--- config.mk ---
export PLATFORM = sky130hd
export DESIGN_NAME = code_angle_top
export DESIGN_NICKNAME = d
export VERILOG_FILES = /design/src/code_angle_pkg.sv /design/src/tooth_tracker.sv /design/src/sync_capture.sv /design/src/serial_divider.sv /design/src/angle_calc.sv /design/src/wb_angle_regs.sv /design/src/code_angle_top.sv
export SDC_FILE = /design/constraint.sdc
export NUM_CORES = 1
export LEC_CHECK = 0
export BUFFER_PORTS_ARGS = -buffer_cell sky130_fd_sc_hd__buf_2
export CAP_MARGIN = 15
export CORE_MARGIN = 2
export CORE_UTILIZATION = 40
export DETAILED_ROUTE_END_ITERATION = 7
export PLACE_DENSITY = 0.54
export SLEW_MARGIN = 25
export SYNTH_ARGS = -nofsm -noshare
export SYNTH_HDL_FRONTEND = slang
export SYNTH_SLANG_ARGS = --single-unit
--- constraint.sdc ---
create_clock -name i_clk -period 10.1 [get_ports i_clk]
set_input_delay 0.505 -clock i_clk [delete_from_list [all_inputs] [get_ports i_clk]]
set_output_delay 0.505 -clock i_clk [all_outputs]
set_load 0.05 [all_outputs]
--- src/code_angle_pkg.sv ---
`default_nettype none

package code_angle_pkg;

    // --------------------------------------------------
    // widths
    // --------------------------------------------------
    // angle in hundredths of a degree
    localparam int ANGLE_W = 16;
    // tooth index since the zero mark
    localparam int IDX_W = 8;
    // tooth period in clocks
    localparam int PER_W = 16;
    // clocks since the zero mark
    localparam int TIME_W = 24;
    // divider dividend and quotient
    localparam int DIVD_W = 32;

    // hundredths of a degree in one turn
    localparam int FULL_TURN_CDEG = 36000;

    // angle covered by one tooth, the gap counts as one tooth here
    function automatic int step_cdeg(input int tooth_num);
        return FULL_TURN_CDEG / tooth_num;
    endfunction

    // --------------------------------------------------
    // block interfaces
    // --------------------------------------------------
    // tooth tracker state, held between edges
    typedef struct packed {
        logic [IDX_W-1:0] index;
        logic [PER_W-1:0] period;
        logic             seen;
    } tooth_info_t;

    // firing stamp, valid for one clock
    typedef struct packed {
        logic [TIME_W-1:0] cycle_time;
        logic              valid;
    } sync_stamp_t;

    // finished angle and the tooth it was taken on
    typedef struct packed {
        logic [ANGLE_W-1:0] angle;
        logic [IDX_W-1:0]   index;
    } angle_result_t;

endpackage

`default_nettype wire

--- src/tooth_tracker.sv ---
`timescale 1ns/1ps
`default_nettype none

module tooth_tracker import code_angle_pkg::*; #(
    parameter int TOOTH_NUM = 100
) (
    input  wire         i_clk,
    input  wire         i_rst_n,
    input  wire         i_opto_rise,
    input  wire         i_zero_sign,
    output tooth_info_t o_tooth
);

    logic             w_edge;
    logic [PER_W-1:0] r_cnt;
    logic [PER_W-1:0] r_period;
    logic [IDX_W-1:0] r_index;
    logic             r_started;
    logic             r_seen;

    // the zero mark ends a period just like a tooth edge
    assign w_edge = i_opto_rise | i_zero_sign;

    // --------------------------------------------------
    // period measurement
    // --------------------------------------------------
    // clocks since last edge, holds at max on a stalled disk
    always_ff @(posedge i_clk or negedge i_rst_n) begin
        if (!i_rst_n) begin
            r_cnt <= '0;
        end else if (w_edge) begin
            r_cnt <= PER_W'(1);
        end else if (r_cnt != '1) begin
            r_cnt <= r_cnt + 1'b1;
        end
    end

    // first edge only starts the count, the second one closes a period
    always_ff @(posedge i_clk or negedge i_rst_n) begin
        if (!i_rst_n) begin
            r_started <= 1'b0;
            r_seen    <= 1'b0;
            r_period  <= '0;
        end else if (w_edge) begin
            r_started <= 1'b1;
            if (r_started) begin
                r_seen   <= 1'b1;
                r_period <= r_cnt;
            end
        end
    end

    // --------------------------------------------------
    // tooth index
    // --------------------------------------------------
    // zero mark wins over a coincident tooth edge
    always_ff @(posedge i_clk or negedge i_rst_n) begin
        if (!i_rst_n) begin
            r_index <= '0;
        end else if (i_zero_sign) begin
            r_index <= '0;
        end else if (i_opto_rise) begin
            if (r_index == IDX_W'(TOOTH_NUM - 1)) begin
                r_index <= '0;
            end else begin
                r_index <= r_index + 1'b1;
            end
        end
    end

    assign o_tooth = '{index: r_index, period: r_period, seen: r_seen};

endmodule

`default_nettype wire

--- src/sync_capture.sv ---
`timescale 1ns/1ps
`default_nettype none

module sync_capture import code_angle_pkg::*; (
    input  wire         i_clk,
    input  wire         i_rst_n,
    input  wire         i_zero_sign,
    input  wire         i_angle_sync,
    input  wire         i_enable,
    input  wire         i_busy,
    output sync_stamp_t o_stamp,
    output logic        o_drop
);

    logic [TIME_W-1:0] r_time;
    logic [TIME_W-1:0] r_stamp_time;
    logic              r_valid;
    logic              r_drop;
    logic              w_fire;
    logic              w_busy;

    // --------------------------------------------------
    // time since zero
    // --------------------------------------------------
    // saturates so a missing zero mark cannot wrap back to 0
    always_ff @(posedge i_clk or negedge i_rst_n) begin
        if (!i_rst_n) begin
            r_time <= '0;
        end else if (i_zero_sign) begin
            r_time <= '0;
        end else if (r_time != '1) begin
            r_time <= r_time + 1'b1;
        end
    end

    // --------------------------------------------------
    // firing capture
    // --------------------------------------------------
    assign w_fire = i_angle_sync & i_enable;
    // a stamp still on its way to the calculator counts as busy too
    assign w_busy = i_busy | r_valid;

    always_ff @(posedge i_clk or negedge i_rst_n) begin
        if (!i_rst_n) begin
            r_valid <= 1'b0;
            r_drop  <= 1'b0;
        end else begin
            r_valid <= w_fire & ~w_busy;
            r_drop  <= w_fire & w_busy;
        end
    end

    // time since zero held for the calculator
    always_ff @(posedge i_clk) begin
        if (w_fire && !w_busy) begin
            r_stamp_time <= r_time;
        end
    end

    assign o_stamp = '{cycle_time: r_stamp_time, valid: r_valid};
    assign o_drop  = r_drop;

endmodule

`default_nettype wire

--- src/serial_divider.sv ---
`timescale 1ns/1ps
`default_nettype none

module serial_divider import code_angle_pkg::*; (
    input  wire                i_clk,
    input  wire                i_rst_n,
    input  wire                i_start,
    input  wire  [DIVD_W-1:0]  i_dividend,
    input  wire  [PER_W-1:0]   i_divisor,
    output logic [DIVD_W-1:0]  o_quotient,
    output logic               o_done
);

    localparam int CNT_W = $clog2(DIVD_W);

    logic [DIVD_W-1:0] r_quo;
    logic [PER_W-1:0]  r_rem;
    logic [PER_W-1:0]  r_dvs;
    logic [CNT_W-1:0]  r_cnt;
    logic              r_run;
    logic              r_done;

    logic [DIVD_W-1:0] w_src;
    logic [PER_W-1:0]  w_rem_in;
    logic [PER_W-1:0]  w_dvs;
    logic [PER_W:0]    w_trial;
    logic              w_fit;
    logic [PER_W-1:0]  w_rem_out;

    // --------------------------------------------------
    // one restoring step
    // --------------------------------------------------
    // start cycle already does step one on the fresh operands
    assign w_src    = i_start ? i_dividend : r_quo;
    assign w_rem_in = i_start ? '0 : r_rem;
    assign w_dvs    = i_start ? i_divisor : r_dvs;

    // shift in next dividend bit and try the subtract
    assign w_trial = {w_rem_in, w_src[DIVD_W-1]} - {1'b0, w_dvs};
    // no borrow means it fits, zero divisor always fits
    assign w_fit   = ~w_trial[PER_W] | (w_dvs == '0);
    assign w_rem_out = w_fit ? w_trial[PER_W-1:0]
                             : {w_rem_in[PER_W-2:0], w_src[DIVD_W-1]};

    // dividend shifts out the top while quotient bits fill the bottom
    always_ff @(posedge i_clk) begin
        if (i_start || r_run) begin
            r_quo <= {w_src[DIVD_W-2:0], w_fit};
            r_rem <= w_rem_out;
        end
        if (i_start) begin
            r_dvs <= i_divisor;
        end
    end

    // --------------------------------------------------
    // step counter
    // --------------------------------------------------
    always_ff @(posedge i_clk or negedge i_rst_n) begin
        if (!i_rst_n) begin
            r_run  <= 1'b0;
            r_cnt  <= '0;
            r_done <= 1'b0;
        end else begin
            r_done <= r_run && (r_cnt == CNT_W'(DIVD_W - 1));
            if (i_start) begin
                r_run <= 1'b1;
                r_cnt <= CNT_W'(1);
            end else if (r_run) begin
                r_cnt <= r_cnt + 1'b1;
                // last of the 32 steps
                if (r_cnt == CNT_W'(DIVD_W - 1)) begin
                    r_run <= 1'b0;
                end
            end
        end
    end

    assign o_quotient = r_quo;
    assign o_done     = r_done;

endmodule

`default_nettype wire

--- src/angle_calc.sv ---
`timescale 1ns/1ps
`default_nettype none

module angle_calc import code_angle_pkg::*; #(
    parameter int TOOTH_NUM = 100
) (
    input  wire           i_clk,
    input  wire           i_rst_n,
    input  tooth_info_t   i_tooth,
    input  sync_stamp_t   i_stamp,
    output angle_result_t o_result,
    output logic          o_result_valid,
    output logic          o_busy
);

    localparam int STEP      = step_cdeg(TOOTH_NUM);
    localparam int ANGLE_MAX = FULL_TURN_CDEG - 1;
    // wide enough for a doubled step of one tooth per turn
    localparam int MUL_W     = TIME_W + 18;

    localparam logic [2:0] S_IDLE = 3'd0;
    localparam logic [2:0] S_OPER = 3'd1;
    localparam logic [2:0] S_MULT = 3'd2;
    localparam logic [2:0] S_DIV  = 3'd3;
    localparam logic [2:0] S_DONE = 3'd4;

    logic [2:0]        r_state;
    logic [TIME_W-1:0] r_time;
    logic              r_double;
    logic [IDX_W-1:0]  r_index;
    logic [PER_W-1:0]  r_divisor;
    logic [DIVD_W-1:0] r_prod;
    angle_result_t     r_result;
    logic              r_valid;

    logic [17:0]       w_step;
    logic [MUL_W-1:0]  w_prod_full;
    logic [DIVD_W-1:0] w_prod_sat;
    logic [DIVD_W-1:0] w_quo;
    logic              w_div_done;
    logic [ANGLE_W-1:0] w_angle;

    // --------------------------------------------------
    // numerator
    // --------------------------------------------------
    // index 0 means the last period was the double-length gap
    assign w_step      = r_double ? 18'(2 * STEP) : 18'(STEP);
    assign w_prod_full = MUL_W'(r_time) * MUL_W'(w_step);
    // a saturated time gives a huge dividend, clamped later anyway
    assign w_prod_sat  = (|w_prod_full[MUL_W-1:DIVD_W]) ? '1 : w_prod_full[DIVD_W-1:0];

    // stale period on a slowing disk can push past one turn
    assign w_angle = (w_quo > DIVD_W'(ANGLE_MAX)) ? ANGLE_W'(ANGLE_MAX)
                                                   : w_quo[ANGLE_W-1:0];

    // --------------------------------------------------
    // sequencer
    // --------------------------------------------------
    always_ff @(posedge i_clk or negedge i_rst_n) begin
        if (!i_rst_n) begin
            r_state <= S_IDLE;
            r_valid <= 1'b0;
        end else begin
            r_valid <= 1'b0;
            case (r_state)
                // no period measured yet, nothing to divide by
                S_IDLE: if (i_stamp.valid && i_tooth.seen) r_state <= S_OPER;
                S_OPER: r_state <= S_MULT;
                S_MULT: r_state <= S_DIV;
                S_DIV: begin
                    if (w_div_done) begin
                        r_valid <= 1'b1;
                        r_state <= S_DONE;
                    end
                end
                default: r_state <= S_IDLE;
            endcase
        end
    end

    // operand latch, product and result registers
    always_ff @(posedge i_clk) begin
        if (r_state == S_IDLE) begin
            r_time    <= i_stamp.cycle_time;
            r_double  <= (i_tooth.index == '0);
            r_index   <= i_tooth.index;
            r_divisor <= i_tooth.period;
        end
        if (r_state == S_OPER) begin
            r_prod <= w_prod_sat;
        end
        if (r_state == S_DIV && w_div_done) begin
            r_result <= '{angle: w_angle, index: r_index};
        end
    end

    serial_divider u_serial_divider (
        .i_clk      (i_clk),
        .i_rst_n    (i_rst_n),
        .i_start    (r_state == S_MULT),
        .i_dividend (r_prod),
        .i_divisor  (r_divisor),
        .o_quotient (w_quo),
        .o_done     (w_div_done)
    );

    assign o_result       = r_result;
    assign o_result_valid = r_valid;
    assign o_busy         = (r_state != S_IDLE);

endmodule

`default_nettype wire

--- src/wb_angle_regs.sv ---
`timescale 1ns/1ps
`default_nettype none

module wb_angle_regs import code_angle_pkg::*; (
    input  wire               i_clk,
    input  wire               i_rst_n,
    input  wire               i_wb_cyc,
    input  wire               i_wb_stb,
    input  wire               i_wb_we,
    input  wire  [1:0]        i_wb_adr,
    input  wire  [31:0]       i_wb_dat,
    output logic [31:0]       o_wb_dat,
    output logic              o_wb_ack,
    input  angle_result_t     i_result,
    input  wire               i_result_valid,
    input  wire               i_drop,
    input  wire  [PER_W-1:0]  i_period,
    output logic              o_enable
);

    localparam logic [1:0] ADR_CTRL   = 2'd0;
    localparam logic [1:0] ADR_RESULT = 2'd1;
    localparam logic [1:0] ADR_STATUS = 2'd2;

    logic          r_ack;
    logic          r_hold;
    logic          r_enable;
    logic [7:0]    r_drop_cnt;
    angle_result_t r_result;
    logic          w_req;
    logic          w_wr;
    logic          w_clr;

    // --------------------------------------------------
    // bus handshake
    // --------------------------------------------------
    // hold remembers the strobe so one access gets one ack
    assign w_req = i_wb_cyc & i_wb_stb & ~r_hold;
    // write data is taken while ack is out
    assign w_wr  = r_ack & i_wb_cyc & i_wb_stb & i_wb_we;
    // clear bit is a strobe, never stored
    assign w_clr = w_wr & (i_wb_adr == ADR_CTRL) & i_wb_dat[1];

    always_ff @(posedge i_clk or negedge i_rst_n) begin
        if (!i_rst_n) begin
            r_ack  <= 1'b0;
            r_hold <= 1'b0;
        end else begin
            r_ack  <= w_req;
            r_hold <= i_wb_cyc & i_wb_stb;
        end
    end

    // --------------------------------------------------
    // registers
    // --------------------------------------------------
    always_ff @(posedge i_clk or negedge i_rst_n) begin
        if (!i_rst_n) begin
            r_enable <= 1'b0;
            r_result <= '0;
        end else begin
            if (w_wr && i_wb_adr == ADR_CTRL) begin
                r_enable <= i_wb_dat[0];
            end
            // each new result overwrites the last one
            if (i_result_valid) begin
                r_result <= i_result;
            end
        end
    end

    // clear beats a drop in the same cycle, count sticks at 255
    always_ff @(posedge i_clk or negedge i_rst_n) begin
        if (!i_rst_n) begin
            r_drop_cnt <= '0;
        end else if (w_clr) begin
            r_drop_cnt <= '0;
        end else if (i_drop && r_drop_cnt != 8'hff) begin
            r_drop_cnt <= r_drop_cnt + 1'b1;
        end
    end

    // read mux, sampled by the host while ack is high
    always_comb begin
        case (i_wb_adr)
            ADR_CTRL:   o_wb_dat = {31'd0, r_enable};
            ADR_RESULT: o_wb_dat = {8'd0, r_result.index, r_result.angle};
            ADR_STATUS: o_wb_dat = {i_period, 8'd0, r_drop_cnt};
            default:    o_wb_dat = '0;
        endcase
    end

    assign o_wb_ack = r_ack;
    assign o_enable = r_enable;

endmodule

`default_nettype wire

--- src/code_angle_top.sv ---
`timescale 1ns/1ps
`default_nettype none

module code_angle_top import code_angle_pkg::*; #(
    parameter int TOOTH_NUM = 100
) (
    input  wire                i_clk,
    input  wire                i_rst_n,
    input  wire                i_opto_rise,
    input  wire                i_zero_sign,
    input  wire                i_angle_sync,
    input  wire                i_wb_cyc,
    input  wire                i_wb_stb,
    input  wire                i_wb_we,
    input  wire  [1:0]         i_wb_adr,
    input  wire  [31:0]        i_wb_dat,
    output logic [31:0]        o_wb_dat,
    output logic               o_wb_ack,
    output logic [ANGLE_W-1:0] o_angle,
    output logic               o_angle_valid
);

    tooth_info_t   w_tooth;
    sync_stamp_t   w_stamp;
    angle_result_t w_result;
    logic          w_result_valid;
    logic          w_busy;
    logic          w_enable;
    logic          w_drop;

    // --------------------------------------------------
    // front ends
    // --------------------------------------------------
    tooth_tracker #(
        .TOOTH_NUM (TOOTH_NUM)
    ) u_tooth_tracker (
        .i_clk       (i_clk),
        .i_rst_n     (i_rst_n),
        .i_opto_rise (i_opto_rise),
        .i_zero_sign (i_zero_sign),
        .o_tooth     (w_tooth)
    );

    sync_capture u_sync_capture (
        .i_clk        (i_clk),
        .i_rst_n      (i_rst_n),
        .i_zero_sign  (i_zero_sign),
        .i_angle_sync (i_angle_sync),
        .i_enable     (w_enable),
        .i_busy       (w_busy),
        .o_stamp      (w_stamp),
        .o_drop       (w_drop)
    );

    // --------------------------------------------------
    // calculator and host registers
    // --------------------------------------------------
    angle_calc #(
        .TOOTH_NUM (TOOTH_NUM)
    ) u_angle_calc (
        .i_clk          (i_clk),
        .i_rst_n        (i_rst_n),
        .i_tooth        (w_tooth),
        .i_stamp        (w_stamp),
        .o_result       (w_result),
        .o_result_valid (w_result_valid),
        .o_busy         (w_busy)
    );

    wb_angle_regs u_wb_angle_regs (
        .i_clk          (i_clk),
        .i_rst_n        (i_rst_n),
        .i_wb_cyc       (i_wb_cyc),
        .i_wb_stb       (i_wb_stb),
        .i_wb_we        (i_wb_we),
        .i_wb_adr       (i_wb_adr),
        .i_wb_dat       (i_wb_dat),
        .o_wb_dat       (o_wb_dat),
        .o_wb_ack       (o_wb_ack),
        .i_result       (w_result),
        .i_result_valid (w_result_valid),
        .i_drop         (w_drop),
        .i_period       (w_tooth.period),
        .o_enable       (w_enable)
    );

    assign o_angle       = w_result.angle;
    assign o_angle_valid = w_result_valid;

endmodule

`default_nettype wire

==> impl_metrics.tcl, run 1 <==
set metrics [dict create \
    cts_max_path_buffers 3 \
    fin_worst_skew_ps 31.9 \
    cts-buffers-inserted 35 \
    first_global_vias 11700 \
    floorplan.die.width_um 219 \
    totalWireLength_um 35000 \
    chain_of_cells_forming_the_critical_path "buf_4, nand2b_1, nand2_1, ha_1, inv_1, fa_1, inv_1, fa_1, fa_1, ha_1, ha_1, o21ai_1, o21ai_1, and4_1, o311a_1, nor3_1, o32ai_1, nor4b_4, buf_4, or2b_1" \
    reg2reg_to "u_angle_calc.r_prod[6]$_SDFFCE_PP1P_" \
    worst_hold_slack_ps 209 \
    gr-total-overflow 0 \
    timing.critical_path.buf_inv 4 \
    final.min_clock_period_ps 6390 \
    timing.critical_path.required_ps 10380 \
    crit_path_top_delay_cell "sky130_fd_sc_hd__fa_1" \
    htreeDepth 2 \
    synth.yosys.warnings 0 \
    drtPass1Iterations 5 \
    global_route.usage.met2_pct 24.6 \
    detail-route-antenna-nets 0 \
    path_depth 20 \
    max_clock_freq_mhz 157 \
    post-place-ws_ps 3730 \
    cts.reportedPaths.clkPinSlew_ps 60 \
    num_vias 11500 \
    place_congestion 0.825 \
    hold_path_startpoint "i_wb_dat[0]" \
    maxCapViolations 0 \
    layout.cells.non_filler 2312 \
    grt_setup_unrepaired "no" \
    clockRootBuffer "sky130_fd_sc_hd__clkbuf_16" \
    design.die.area_sq_mm 0.0480 \
    dp.cells 2247 \
    most-common-layout-cells "189 x sky130_fd_sc_hd__nand2_1, 175 x sky130_fd_sc_hd__edfxtp_1, 143 x sky130_fd_sc_hd__ha_1" \
    max_slew.worst_pin.slew_ps 869 \
    yosysSeqAreaShare_pct 45.6 \
    synth_async_sr_flop_share_pct 37.4 \
    netlist.area_leader.share_pct 28.4 \
    syn-instance-count 1661 \
    setup.worst_path.start_class "register" \
    p_per_area_mw_per_mm2 230 \
    track_usage_pct 15.3 \
    worst-setup-path-type "register to register" \
    num-fill-cells 4282 \
    synthesis.area_per_instance_sq_um 11.1 \
    vdd_drop_max_mv 0.168 \
    clock_sink_count 305 \
    synth_top_cell_by_area "sky130_fd_sc_hd__edfxtp_1" \
    use_met3_pct 2.44 \
    power.static_leakage_nw 9.08 \
    die_height_um 219 \
    worst_hold_path_type "input port to register" \
    worst_r2r_path_depth 20 \
    min_period_over_period_pct 63.2 \
    synth.distinct_cells 74 \
    wl_per_cell_um 15.1 \
    boundaryPins 92 \
    finalHoldViolCount 0 \
    use_met1_pct 21.0 \
    critical_path.max_stage_delay_ps 530 \
    remaining_drc_errors 0 \
    critical_path.endpoint "u_angle_calc.r_prod[6]$_SDFFCE_PP1P_" \
    postCtsResizedCells 0 \
    numPortBuffers 61 \
    critical-path-top-delay-family "adder cells" \
    design.final.nets 1955 \
    grt_max_degree 66 \
    area_growth_pct 10.4 \
    grt-busiest-layer "met2" \
    ys_dominant_reg_cell "sky130_fd_sc_hd__edfxtp_1" \
    placeableCoreArea_sq_mm 0.0455 \
    ys_top_cells_by_area "sky130_fd_sc_hd__edfxtp_1 28%, sky130_fd_sc_hd__dfrtp_1 15%, sky130_fd_sc_hd__ha_1 9.7%, sky130_fd_sc_hd__fa_1 9.2%, sky130_fd_sc_hd__nand2_1 3.9%" \
    clk_latency_ps 550 \
    synth_edf_count 175 \
    max_slew_margin_pct 41.9 \
    timing.critical_path.fanout_max 65 \
    dp.final_hpwl_um 26100 \
    grt_antenna_before_repair 0 \
    post_drt_via_cell_ratio 4.97 \
    crit_path_start "u_angle_calc.r_double$_DFFE_PP_" \
    initial_utilization_pct 40.7 \
    post_route_worst_setup_slack_ps 3710 \
    maxSlewViolCount 0 \
    synth_seq_cells 305 \
    grt_pass1_wl_um 59200 \
    setup-tns-final_ps 0 \
    critPathCaptureType "register" \
    fraction_of_final_layout_cells_sized_beyond_drive_strength_1_pct 13.6 \
    timing.rr.start "u_angle_calc.r_double$_DFFE_PP_" \
    layout_commonest_cell "sky130_fd_sc_hd__nand2_1" \
    worstPathArrival_ps 6660 \
    antenna-diode-count 0 \
    drt_iter0_drc 613 \
    placement_rows 78 \
    outcome "finished clean" \
    worst_reg_to_reg_setup_slack_ps 3710 \
    report.final.setup_viol 0 \
    tritoncts "done" \
    syn_area_sq_mm 0.0185 \
]
## report_power, final
part | leakage, nW | total (W) | internal, W | switching (W)
Clock | 0.569 | 0.00127 | 0.000765 | 0.000509
Combinational | 5.27 | 0.00165 | 0.000730 | 0.000918
Sequential | 3.24 | 0.00178 | 0.00165 | 0.000125
Total | 9.08 | 0.00470 | 0.00315 | 0.00155
## what timing repair did
action	in CTS	in global routing
hold endpoints to repair	31	0
setup buffers	0	0
hold buffers	1	0
## synth_stat cells, types with 4 or more instances
master,number
sky130_fd_sc_hd__nand2b_1,22
sky130_fd_sc_hd__buf_2,5
sky130_fd_sc_hd__clkbuf_1,56
sky130_fd_sc_hd__o211ai_1,6
sky130_fd_sc_hd__o21ai_0,38
sky130_fd_sc_hd__a31oi_1,9
sky130_fd_sc_hd__mux2i_1,27
sky130_fd_sc_hd__nand2_1,190
sky130_fd_sc_hd__o21a_1,13
sky130_fd_sc_hd__mux2_4,4
sky130_fd_sc_hd__nand3_1,33
sky130_fd_sc_hd__a21o_1,23
sky130_fd_sc_hd__buf_4,20
sky130_fd_sc_hd__fa_1,85
sky130_fd_sc_hd__o21bai_1,5
sky130_fd_sc_hd__a31o_2,6
sky130_fd_sc_hd__a22o_1,16
sky130_fd_sc_hd__xor2_1,47
sky130_fd_sc_hd__nand2_2,19
sky130_fd_sc_hd__nor4_1,12
sky130_fd_sc_hd__or3_1,11
sky130_fd_sc_hd__dfrtp_1,114
sky130_fd_sc_hd__and3_1,14
sky130_fd_sc_hd__ha_1,143
sky130_fd_sc_hd__inv_1,130
sky130_fd_sc_hd__a21oi_1,50
sky130_fd_sc_hd__nor2b_1,27
sky130_fd_sc_hd__nor2_1,108
sky130_fd_sc_hd__and4_1,6
sky130_fd_sc_hd__xnor2_1,32
sky130_fd_sc_hd__edfxtp_1,175
sky130_fd_sc_hd__nand4_1,21
sky130_fd_sc_hd__nor3_1,27
sky130_fd_sc_hd__o31ai_1,5
sky130_fd_sc_hd__dfxtp_1,16
sky130_fd_sc_hd__mux2_2,50
sky130_fd_sc_hd__and2_1,38
sky130_fd_sc_hd__or2_2,8
## state kept, by name, summed over array words and instances (netlist names), 24 cells and up
register / cells
u_sync_capture.r_stamp_time: 24
u_sync_capture.r_time: 24
u_angle_calc.r_prod: 30
u_angle_calc.u_serial_divider.o_quotient: 32
u_wb_angle_regs.r_result: 24
u_angle_calc.r_time: 24
u_angle_calc.o_result: 24
## layout make-up
type	instances	area, sq um	share of cell area, %
multi-input combinational	1139	9160	44.9
sequential	305	8430	41.3
clock buffer	45	933	4.57
tap	600	751	3.68
inverter	131	492	2.41
timing repair buffer	73	400	1.96
clock inverter	19	236	1.16
## worst reg2reg max path, cell delays in order, from the launching register on
cell	delay (ps)
sky130_fd_sc_hd__edfxtp_1	320
sky130_fd_sc_hd__buf_4	440
sky130_fd_sc_hd__nand2b_1	350
sky130_fd_sc_hd__nand2_1	90
sky130_fd_sc_hd__ha_1	280
sky130_fd_sc_hd__inv_1	50
sky130_fd_sc_hd__fa_1	530
sky130_fd_sc_hd__inv_1	60
sky130_fd_sc_hd__fa_1	520
sky130_fd_sc_hd__fa_1	500
sky130_fd_sc_hd__ha_1	310
sky130_fd_sc_hd__ha_1	350
sky130_fd_sc_hd__o21ai_1	300
sky130_fd_sc_hd__o21ai_1	130
sky130_fd_sc_hd__and4_1	230
sky130_fd_sc_hd__o311a_1	410
sky130_fd_sc_hd__nor3_1	190
sky130_fd_sc_hd__o32ai_1	130
sky130_fd_sc_hd__nor4b_4	250
sky130_fd_sc_hd__buf_4	400
sky130_fd_sc_hd__or2b_1	300
## metrics by stage
stage / power (W) / area [sq um] / util [%]
6_report: 0.00470 / 20400 / 44.9
5_1_grt: 0.00503 / 20400 / 44.9
4_1_cts: 0.00476 / 20400 / 44.9
3_5_place_dp: 0.00346 / 19200 / 42.3
3_3_place_gp: 0.00343 / 19200 / 42.2
2_1_floorplan: 0.00314 / 18500 / -
## metal layers
metal | vias to the layer above | share of wire, %
li1 | 5751 | -
met1 | 5534 | 49
met2 | 150 | 45
met3 | 54 | 3.2
met4 | 0 | 2.5
met5 | - | 0
## worst min path at each step
| stage | end | slack (ps) | depth (start not counted) |
|---|---|---|---|
| 4_1_cts | u_wb_angle_regs.o_enable$_DFFE_PN0P_ | 180 | 2 |
| 5_1_grt | u_wb_angle_regs.o_enable$_DFFE_PN0P_ | 190 | 2 |
| 2_1_floorplan | u_angle_calc.o_result_valid$_DFF_PN0_ | 210 | 0 |
| 3_5_place_dp | u_wb_angle_regs.o_wb_ack$_DFF_PN0_ | 390 | 1 |
| 6_report | u_wb_angle_regs.o_enable$_DFFE_PN0P_ | 210 | 2 |
| 3_3_place_gp | u_wb_angle_regs.o_wb_ack$_DFF_PN0_ | 380 | 1 |
## cells by family after synthesis
group	share of synthesized area, %
and+or+nand+nor	14.6
DFF	45.6
adders and majority gates	18.9
buffers and inverters	5.12
AOI/OAI and AO/OA	7.19
muxes	4.83
xor gates and xnor gates	3.74
other	0.0406
No activity file was read; power rests on OpenSTA's default activity.
==> run 2, diff against run 1 <==
Settings changed: PLACE_DENSITY 0.54 to 0.56.
Clock period 10.1 ns to 5.2 ns, I/O delays scaled along.
==> impl_metrics.tcl, run 2 (same netlist as run 1, synthesis figures left out) <==
set metrics [dict create \
    outcome "complete, but fails checks" \
    failing_checks "negative setup slack" \
    vdd_drop_max_mv 0.378 \
    grt_antenna_before_repair 0 \
    fin_worst_skew_ps 21.6 \
    floorplan.die.width_um 219 \
    finalHoldViolCount 0 \
    p_per_area_mw_per_mm2 421 \
    crit_path_start "u_angle_calc.r_double$_DFFE_PP_" \
    grt_pass1_wl_um 61600 \
    design.final.nets 2123 \
    critical_path.most_common_cell "sky130_fd_sc_hd__fa_1" \
    clockRootBuffer "sky130_fd_sc_hd__clkbuf_16" \
    layout.cells.non_filler 2479 \
    wl_per_cell_um 15.0 \
    max_slew_margin_pct 40.9 \
    final.min_clock_period_ps 5630 \
    maxCapViolations 0 \
    num_vias 12200 \
    setup.worst_path.start_class "register" \
    first_global_vias 12500 \
    worst-setup-path-type "register to register" \
    crit_path_top_delay_cell "sky130_fd_sc_hd__fa_1" \
    final_core_area_utilization_pct 49.4 \
    area_growth_pct 21.5 \
    tritoncts "done" \
    largest_register_ff_count 32 \
    post-place-ws_ps -557 \
    max_clock_freq_mhz 178 \
    totalWireLength_um 37300 \
    post_drt_via_cell_ratio 4.90 \
    boundaryPins 92 \
    cts.reportedPaths.clkPinSlew_ps 60 \
    min_period_over_period_pct 108 \
    layout_commonest_cell "sky130_fd_sc_hd__nand2_1" \
    placeableCoreArea_sq_mm 0.0455 \
    remaining_drc_errors 0 \
    seq_power_share_pct 36.5 \
    most-common-layout-cells "181 x sky130_fd_sc_hd__nand2_1, 175 x sky130_fd_sc_hd__edfxtp_1, 166 x sky130_fd_sc_hd__buf_4" \
    share_comb_of_total_power_pct 36.8 \
    clock_sink_count 305 \
    cts-buffers-inserted 35 \
    numPortBuffers 61 \
    place_congestion 0.856 \
    worstPathArrival_ps 5910 \
    drtPass1Iterations 5 \
    die_height_um 219 \
    cts_max_path_buffers 3 \
    grt_max_degree 66 \
    post_route_worst_setup_slack_ps -431 \
    gr-total-overflow 0 \
    dp.final_hpwl_um 28000 \
    design.die.area_sq_mm 0.0480 \
    report.final.setup_viol 30 \
    antenna-diode-count 0 \
    p_int_w 0.00636 \
    timing.critical_path.required_ps 5480 \
    dp.cells 2402 \
    initial_utilization_pct 40.7 \
    chain_of_cells_forming_the_critical_path "buf_6, clkbuf_16, buf_4, nor2b_4, ha_4, xnor2_2, fa_1, fa_1, fa_1, ha_1, ha_4, nor3_2, o21bai_2, a311oi_4, or4b_4, a21oi_2, o32ai_2, nor4b_4, buf_12, or2b_1" \
    grt_setup_unrepaired "yes" \
    power.static_leakage_nw 10.0 \
    drt_iter0_drc 517 \
    worst_hold_slack_ps 69.6 \
    fraction_of_final_layout_cells_sized_beyond_drive_strength_1_pct 26.3 \
    share_clk_of_total_power_pct 26.7 \
    clk_latency_ps 540 \
    stdcell_area_sq_mm 0.0225 \
    timing.rr.start "u_angle_calc.r_double$_DFFE_PP_" \
    power.share.switching_pct 32.8 \
    track_usage_pct 15.8 \
    placement_rows 78 \
    critical_path.max_stage_delay_ps 570 \
    hold_path_startpoint "i_angle_sync" \
    maxSlewViolCount 0 \
    critPathCaptureType "register" \
    dpl-instance-area_sq_mm 0.0206 \
    timing.critical_path.fanout_max 8 \
    detail-route-antenna-nets 0 \
    worst_hold_path_type "input port to register" \
    p_sw_w 0.00310 \
    max_slew.worst_pin.slew_ps 887 \
    htreeDepth 2 \
]
[run 2: cell count changes in the layout (fill, tap and decap cells not counted), sizes merged]
cell         delta
buf           +162
dlygate4sd3     +4
clkbuf          +3
bufinv          -1
clkinvlp        -1
[run 2: power by group through the flow]
stage | combinational [W] | clock [W] | sequential [W]
after floorplan | 0.00273 | 0 | 0.00341
after detailed placement | 0.00340 | 0 | 0.00351
final | 0.00348 | 0.00252 | 0.00346
after CTS | 0.00344 | 0.00259 | 0.00346
after global routing | 0.00388 | 0.00269 | 0.00351
after global placement | 0.00335 | 0 | 0.00350
[run 2: layer usage]
layer  vias up  routed length [um]  track usage [%]
met3        53                1070             2.12
li1       6071                   -                -
met5         -                   0                0
met2       149               17100             25.7
met1      5879               18300             22.0
met4         0                 801             4.89
[run 2: what timing repair did]
action / 4_1_cts / 5_1_grt
pin swaps: 10 / 20
setup buffers: 0 / 7
gates cloned: 0 / 3
hold endpoints to repair: 68 / 0
hold buffers: 5 / 0
resized for setup: 25 / 59
setup endpoints to repair: 30 / 30
[run 2: cell type report]
class | instances | area [sq um]
fill | 4136 | 23000
multi-input combinational | 1139 | 9810
clock inverter | 17 | 190
inverter | 131 | 492
clock buffer | 46 | 1020
sequential | 305 | 8430
tap | 600 | 751
timing repair buffer | 241 | 1770
[run 2: worst paths after layout]
kind	cells after the start	end	slack, ps
min in group asynchronous	2	u_wb_angle_regs.r_result[21]$_DFFE_PN0P_	390
max	20	u_angle_calc.r_prod[5]$_SDFFCE_PP1P_	-430
max in group asynchronous	3	u_sync_capture.r_time[4]$_DFFE_PN0P_	3570
min	3	u_sync_capture.o_drop$_DFF_PN0_	70
min reg2reg	1	u_wb_angle_regs.o_wb_ack$_DFF_PN0_	400
max reg2reg	20	u_angle_calc.r_prod[5]$_SDFFCE_PP1P_	-430
[run 2: critical path: cells and delay by family (launching register included)]
kind                     cells  cell delay (ps)
AO/OA/AOI/OAI                4              590
XOR/XNOR                     1              150
adder cells (fa/ha/maj)      6             2340
buffers and inverters        4              640
flip-flops                   1              370
AND/OR/NAND/NOR              5             1270
[run 2: metrics by stage]
step	setup TNS, ps	power [W]
2_1_floorplan	-5990	0.00614
3_5_place_dp	-15180	0.00691
3_3_place_gp	-13250	0.00685
5_1_grt	-16100	0.0101
4_1_cts	-11420	0.00950
6_report	-11600	0.00946
